$ cat src/include/smem_buf_config.svh
`ifndef SMEM_BUF_CONFIG_SVH
`define SMEM_BUF_CONFIG_SVH

// batch and bank sizing
`define SMEM_MAX_READ        64
`define SMEM_READ_NUM_WIDTH  6
`define SMEM_BANK_BITS       3
`define SMEM_NUM_BANKS       8
`define SMEM_READ_MAX_MEM    20
`define SMEM_SIZE_WIDTH      7
`define SMEM_BANK_DEPTH      (`SMEM_MAX_READ / `SMEM_NUM_BANKS * `SMEM_READ_MAX_MEM)
`define SMEM_BANK_ADDR_WIDTH 8

// word layouts
`define SMEM_LANE_WIDTH      256
`define SMEM_LANES           4
`define SMEM_LANE_BITS       (`SMEM_LANE_WIDTH / `SMEM_LANES)
`define SMEM_BEAT_WIDTH      512
`define SMEM_X_WIDTH         33
`define SMEM_INFO_WIDTH      7
`define SMEM_INFO_HI_POS     32
`define SMEM_HDR_FIELD_BITS  64
`define SMEM_HDR_RET_BITS    32
`define SMEM_HDR_PAD_BITS    (`SMEM_BEAT_WIDTH - 2 * `SMEM_HDR_FIELD_BITS - `SMEM_HDR_RET_BITS)

`endif
$ cat src/design/smem_buf_pkg.sv
`include "smem_buf_config.svh"

package smem_buf_pkg;

	typedef logic [`SMEM_READ_NUM_WIDTH-1:0]  read_num_t;
	typedef logic [`SMEM_SIZE_WIDTH-1:0]      size_t;
	typedef logic [`SMEM_BANK_ADDR_WIDTH-1:0] bank_addr_t;

	// stored entry, 113 bits
	typedef struct packed {
		logic [`SMEM_INFO_WIDTH-1:0] info_hi;
		logic [`SMEM_INFO_WIDTH-1:0] info_lo;
		logic [`SMEM_X_WIDTH-1:0]    x2;
		logic [`SMEM_X_WIDTH-1:0]    x1;
		logic [`SMEM_X_WIDTH-1:0]    x0;
	} entry_t;

	typedef logic [`SMEM_LANES-1:0][`SMEM_LANE_BITS-1:0] lane_word_t;

	typedef struct packed {
		logic [`SMEM_HDR_PAD_BITS-1:0]   pad;
		logic [`SMEM_HDR_RET_BITS-1:0]   ret_code;
		logic [`SMEM_HDR_FIELD_BITS-1:0] mem_size;
		logic [`SMEM_HDR_FIELD_BITS-1:0] read_num;
	} beat_header_t;

	typedef struct packed {
		lane_word_t second;
		lane_word_t first;
	} beat_pair_t;

	// one output beat, either a read header or two entries
	typedef union packed {
		beat_header_t hdr;
		beat_pair_t   pair;
	} out_beat_u;

	// ----------------------------------------
	function automatic entry_t lane_to_entry(lane_word_t w);
		entry_t e;
		e.x0      = w[0][`SMEM_X_WIDTH-1:0];
		e.x1      = w[1][`SMEM_X_WIDTH-1:0];
		e.x2      = w[2][`SMEM_X_WIDTH-1:0];
		e.info_lo = w[3][`SMEM_INFO_WIDTH-1:0];
		e.info_hi = w[3][`SMEM_INFO_HI_POS +: `SMEM_INFO_WIDTH];
		return e;
	endfunction

	function automatic lane_word_t entry_to_lane(entry_t e);
		lane_word_t w;
		w = '0;
		w[0][`SMEM_X_WIDTH-1:0]                      = e.x0;
		w[1][`SMEM_X_WIDTH-1:0]                      = e.x1;
		w[2][`SMEM_X_WIDTH-1:0]                      = e.x2;
		w[3][`SMEM_INFO_WIDTH-1:0]                   = e.info_lo;
		w[3][`SMEM_INFO_HI_POS +: `SMEM_INFO_WIDTH]  = e.info_hi;
		return w;
	endfunction

	// slot of entry i of read n inside its bank
	function automatic bank_addr_t slot_addr(read_num_t n, size_t i);
		bank_addr_t base;
		base = bank_addr_t'(n[`SMEM_READ_NUM_WIDTH-`SMEM_BANK_BITS-1:0]);
		return base * bank_addr_t'(`SMEM_READ_MAX_MEM) + bank_addr_t'(i);
	endfunction

endpackage

$ cat src/design/mem_write_router.sv
`timescale 1ns/1ps
`include "smem_buf_config.svh"

module mem_write_router
	import smem_buf_pkg::*;
(
	input  logic                       clk,
	input  logic                       reset_n,
	input  logic                       stall,
	input  logic                       mem_we,
	input  read_num_t                  mem_read_num,
	input  size_t                      mem_addr,
	input  lane_word_t                 mem_data,
	input  read_num_t                  out_ptr,
	input  bank_addr_t                 out_addr_a,
	input  bank_addr_t                 out_addr_b,
	output logic [`SMEM_NUM_BANKS-1:0] bank_we,
	output bank_addr_t                 bank_addr_a,
	output bank_addr_t                 bank_addr_b,
	output entry_t                     bank_data
);
	localparam int RNW = `SMEM_READ_NUM_WIDTH;

	bank_addr_t wr_addr;
	logic       we_q;
	read_num_t  num_q;
	bank_addr_t addr_a_q;
	bank_addr_t addr_b_q;
	entry_t     data_q;

	assign wr_addr = slot_addr(mem_read_num, mem_addr);

	// ----------------------------------------
	// write strobe, decoded to one bank on the second stage
	always_ff @(posedge clk) begin
		if (!reset_n) begin
			we_q    <= 1'b0;
			bank_we <= '0;
		end else if (!stall) begin
			we_q    <= mem_we;
			bank_we <= '0;
			if (we_q) begin
				bank_we[num_q[RNW-1 -: `SMEM_BANK_BITS]] <= 1'b1;
			end
		end
	end

	// ----------------------------------------
	// port A owner: a datapath write beats the output read
	always_ff @(posedge clk) begin
		if (!stall) begin
			if (mem_we) begin
				num_q    <= mem_read_num;
				addr_a_q <= wr_addr;
			end else begin
				num_q    <= out_ptr;
				addr_a_q <= out_addr_a;
			end
			addr_b_q <= out_addr_b;
			data_q   <= lane_to_entry(mem_data);

			bank_addr_a <= addr_a_q;
			bank_addr_b <= addr_b_q;
			bank_data   <= data_q;
		end
	end

endmodule

$ cat config.mk
export PLATFORM = sky130hd
export DESIGN_NAME = mem_write_router
export DESIGN_NICKNAME = d
export VERILOG_FILES = /design/src/design/smem_buf_pkg.sv /design/src/design/mem_write_router.sv
export VERILOG_INCLUDE_DIRS = /design/src /design/src/include
export SDC_FILE = /design/constraint.sdc
export NUM_CORES = 1
export LEC_CHECK = 0
export BUFFER_PORTS_ARGS = -buffer_cell sky130_fd_sc_hd__buf_2
export CAP_MARGIN = 20
export CELL_PAD_IN_SITES_DETAIL_PLACEMENT = 1
export CELL_PAD_IN_SITES_GLOBAL_PLACEMENT = 2
export CORE_MARGIN = 3
export CORE_UTILIZATION = 31
export DETAILED_ROUTE_END_ITERATION = 7
export PLACE_DENSITY = 0.86
export SLEW_MARGIN = 10
export SYNTH_ARGS = -nofsm -noshare
export SYNTH_HDL_FRONTEND = slang
export SYNTH_SLANG_ARGS = --single-unit
$ cat constraint.sdc
create_clock -name clk -period 8.32 [get_ports clk]
set_clock_uncertainty 0.1 [all_clocks]
set_input_delay 0.416 -clock clk [delete_from_list [all_inputs] [get_ports clk]]
set_output_delay 0.416 -clock clk [all_outputs]
set_load 0.005 [all_outputs]
==> flow_results.org <==
** Detailed routing
- For this block, the initial DRC count from the detailed router was 285.
- In the routed design, unresolved DRC markers number 0.
- Via count of the routed design :: 4822
- Dividing the detail-routed wire length by the instance count gives 18.3 um.
- DRT Wirelength :: 21500 um
- Via density per instance :: 4.10
- Pre-Repair DR Iteration Count :: 4
- Once detail routing completed, the nets flagged for antenna violations numbered 0.

** Clocking
- For the worst-skew pair, the clock arrives at the later sink with an insertion delay of 530 ps.
- Post-CTS clock slew at the launch and capture registers of the worst setup and hold paths :: 60 ps
- Root buffer cell :: clkbuf_16
- No sink is reached through more buffers than the 3 on the longest clock path.
- TritonCTS built the clock tree.
- In this run the number of H-tree levels came out at 1.
- Counting every sink on the clock net gives 270.
- Counting the buffers created by CTS gives 29.

** Floorplan
- The floorplan has 60 rows.
- Standard cell core area :: 27100 um2
- Initial cell density of the core :: 31.7%
- Die area :: 29700 um2
- Measured along the x axis, the die boundary spans 172 um.
- In this run the count of I/O pins placed on the die edge is 432.
- In this run the vertical extent of the chip is 172 um.

** Placed design
- Routability-driven placement finished with a final weighted congestion of 0.744.
- Pre-CTS setup slack :: 5210 ps
- Detailed Place HPWL :: 13600 um
- Port buffering added 285 buffers.

** Logic synthesis
- The commonest cells after synthesis are edfxtp_1, nor2b_1, dfxtp_1.
- Of all cell types, the one taking the most synthesized area is edfxtp_1.
- For this run, asynchronously set or reset flops after synthesis account for 0%.
- Combined area of all synthesized cells :: 8580 um2
- Library cells used by synthesis :: 32
- XOR/XNOR Fraction of Synth Area :: 0.102%
- Sequential elements use 93.4% of the synthesized area.
- In the synthesized netlist, mux cells make up 1.03% of the area.
- edfxtp_1 is the most common cell in the netlist.
- Yosys printed 0 warnings.
- Synthesis produced 341 cells.
- Counting every net in the synthesized netlist gives 645.
- Combinational family with the most area after synthesis :: simple AND/OR/NAND/NOR gates
- Synthesized area divided by synthesized cell count :: 25.2 um2
- Compound-gate portion of the synthesized area :: 1.81%
- The synthesized design contains 270 register bits.
- The synthesized netlist devotes 1.94% of its cell area to simple gates.
- Post-synth top flop :: edfxtp_1
- Yosys mapped a number of flops with a built-in enable equal to 261.
- Area share of the leading cell type in the synthesized netlist :: 91.3%
- Adder-cell area share of the yosys netlist :: 1.40%
- After synthesis, the cell types taking the most area are edfxtp_1, dfxtp_1, ha_1.

** Outcome
- The flow ran to the end, and the final reports show no timing, DRC or antenna violations.

** Final layout
- Total Nets Final :: 1082
- Layout filler cell count :: 2668
- Synthesis-to-layout area growth :: 48.1%
- Fraction of layout cells with a size suffix above 1 :: 43.3%

** Global route
- The first global-routing pass estimated 30200 um of wire.
- Global-route congestion overflow total :: 0
- Antenna violations before repair :: 4
- The number of global-route vias before repair is 5151.
- Global routing usage summed across all routing layers :: 13.4%
- Largest net degree at the start of global routing :: 171

** Worst setup path
- In this run the register-to-register setup slack is 7000 ps.
- Startpoint types :: input port
- Worst Setup Path Type :: input port to flop
- Top fanout value on the critical path :: 4
- Critical Path Sink Type :: flop
- Data arrival time of the worst path :: 2240 ps
- The number of cells on the worst reg-to-reg path is 3.
- The worst register-to-register path ends at bank_we[6].
- For the worst setup path, the data required time is 8500 ps.
- Worst R2R Start :: num_q[3]

** Worst hold path
- Type of the worst min-delay path :: input port to flop
- Counting instances, the worst hold path has a depth of 2.
- The worst hold path begins at out_addr_a[2].
- Endpoint of the worst hold-timing path :: addr_a_q[2]

** STA
- Fraction of the cycle the final worst path needs :: 24.7%
- The hold violation count in the final report was 0.
- Final WS setup :: 6260 ps
- Relative max-transition margin :: 57.2%
- Setup total negative slack on the finished layout was measured at 0 ps.
- Timing would allow up to 486 MHz.
- Transition time at the pin with the least slew margin :: 642 ps
- After layout, the minimum clock period comes to 2060 ps.
- Unrepaired setup endpoints after global routing :: no
- Final slew viol count :: 0
- Setup violations remaining at the end of the flow were counted as 0.

** Power
- IR drop worst, VDD :: 0.152 mV
- The analysis attributes to cell leakage a power of 0.00499 uW.
- Power Dens Cells :: 247 nW/um2

** Job
- Number of violations of the max-capacitance limit :: 0
==> metal layers <==
metal | global-route usage [%] | vias up | share of wire [%]
met1 | 15.5 | 2332 | 38
met4 | 3.96 | 0 | 2.2
li1 | - | 2248 | -
met5 | 0 | - | 0
met2 | 24.1 | 201 | 51
met3 | 3.80 | 41 | 8.0
==> final cells by class <==
type | instances | area, um2 | share of cell area (%)
repair buffers | 409 | 2700 | 21.2
clock buffers | 33 | 741 | 5.83
flip-flops and latches | 270 | 8020 | 63.1
multi-input cells | 66 | 539 | 4.24
inverters | 2 | 15.0 | 0.118
diodes | 4 | 10.0 | 0.0787
well taps | 372 | 465 | 3.66
clock inverters | 19 | 223 | 1.75
==> worst max-delay path by stage <==
stage	slack (ps)	start	cells past startpoint	end
CTS	5800	stall	3	bank_data[12]
global placement	5330	stall	3	bank_data[47]
global route	6200	mem_read_num[0]	8	addr_a_q[7]
floorplan	1960	stall	2	addr_a_q[0]
finish	6260	mem_read_num[0]	8	addr_a_q[7]
detailed placement	5210	stall	3	bank_data[24]
==> sequential cells by signal, indices dropped and copies added, names as in the netlist <==
name and count:
bank_addr_a 8, data_q 113, bank_data 113, addr_b_q 8, num_q 3, bank_addr_b 8, addr_a_q 8, bank_we 8
we_q 1
==> cells in the final DEF, fill, tap and decap left out, types with 5 or more instances in the layout <==
cell type      synthesis  final
a22oi_1                6      6
buf_2                  1    285
bufinv_16              0      5
clkbuf_16              0     29
clkinv_2               0     10
dfxtp_1                9      9
dlygate4sd3_1          0    121
edfxtp_1             261    261
ha_1                   8      8
mux2_2                 7      7
nor2b_1               14     14
==> through the flow <==
step	hold slack [ps]	instance area, um2	utilization, %	power, uW	instances
after floorplan	300	8580	-	1720	341
after global placement	300	10500	38.6	1800	996
after detailed placement	305	10500	38.6	1810	996
after CTS	58.9	12600	46.7	3180	1169
after global routing	71.8	12700	46.9	3270	1175
final	87.5	12700	46.9	3130	1175
==> report_power, final <==
group	internal (uW)	switching, uW
Sequential	1610	28.5
Combinational	106	92.2
Clock	791	510
Total	2500	630
==> worst max-delay path: stages <==
cell and delay (ps):
buf_2 110, ha_1 190, ha_1 180, ha_1 270, ha_1 360, o211ai_2 110, o2111a_1 250, or3_1 360
==> cell families (layout without fill, tap and decap cells) <==
logic type	after synthesis	in the layout
buf+inv	5	463
compound gates	20	20
xor+xnor	1	1
mux	8	8
flops	270	270
simple gates	28	28
other cells	0	4
fa+ha+maj	9	9
==> timing repair <==
action | 4_1_cts | 5_1_grt
setup endpoints to repair | 0 | 0
hold endpoints to repair | 121 | 0
gates resized for setup | 0 | 0
hold buffers | 121 | 0
setup buffers | 0 | 0
No activity file was read; power rests on OpenSTA's default activity.
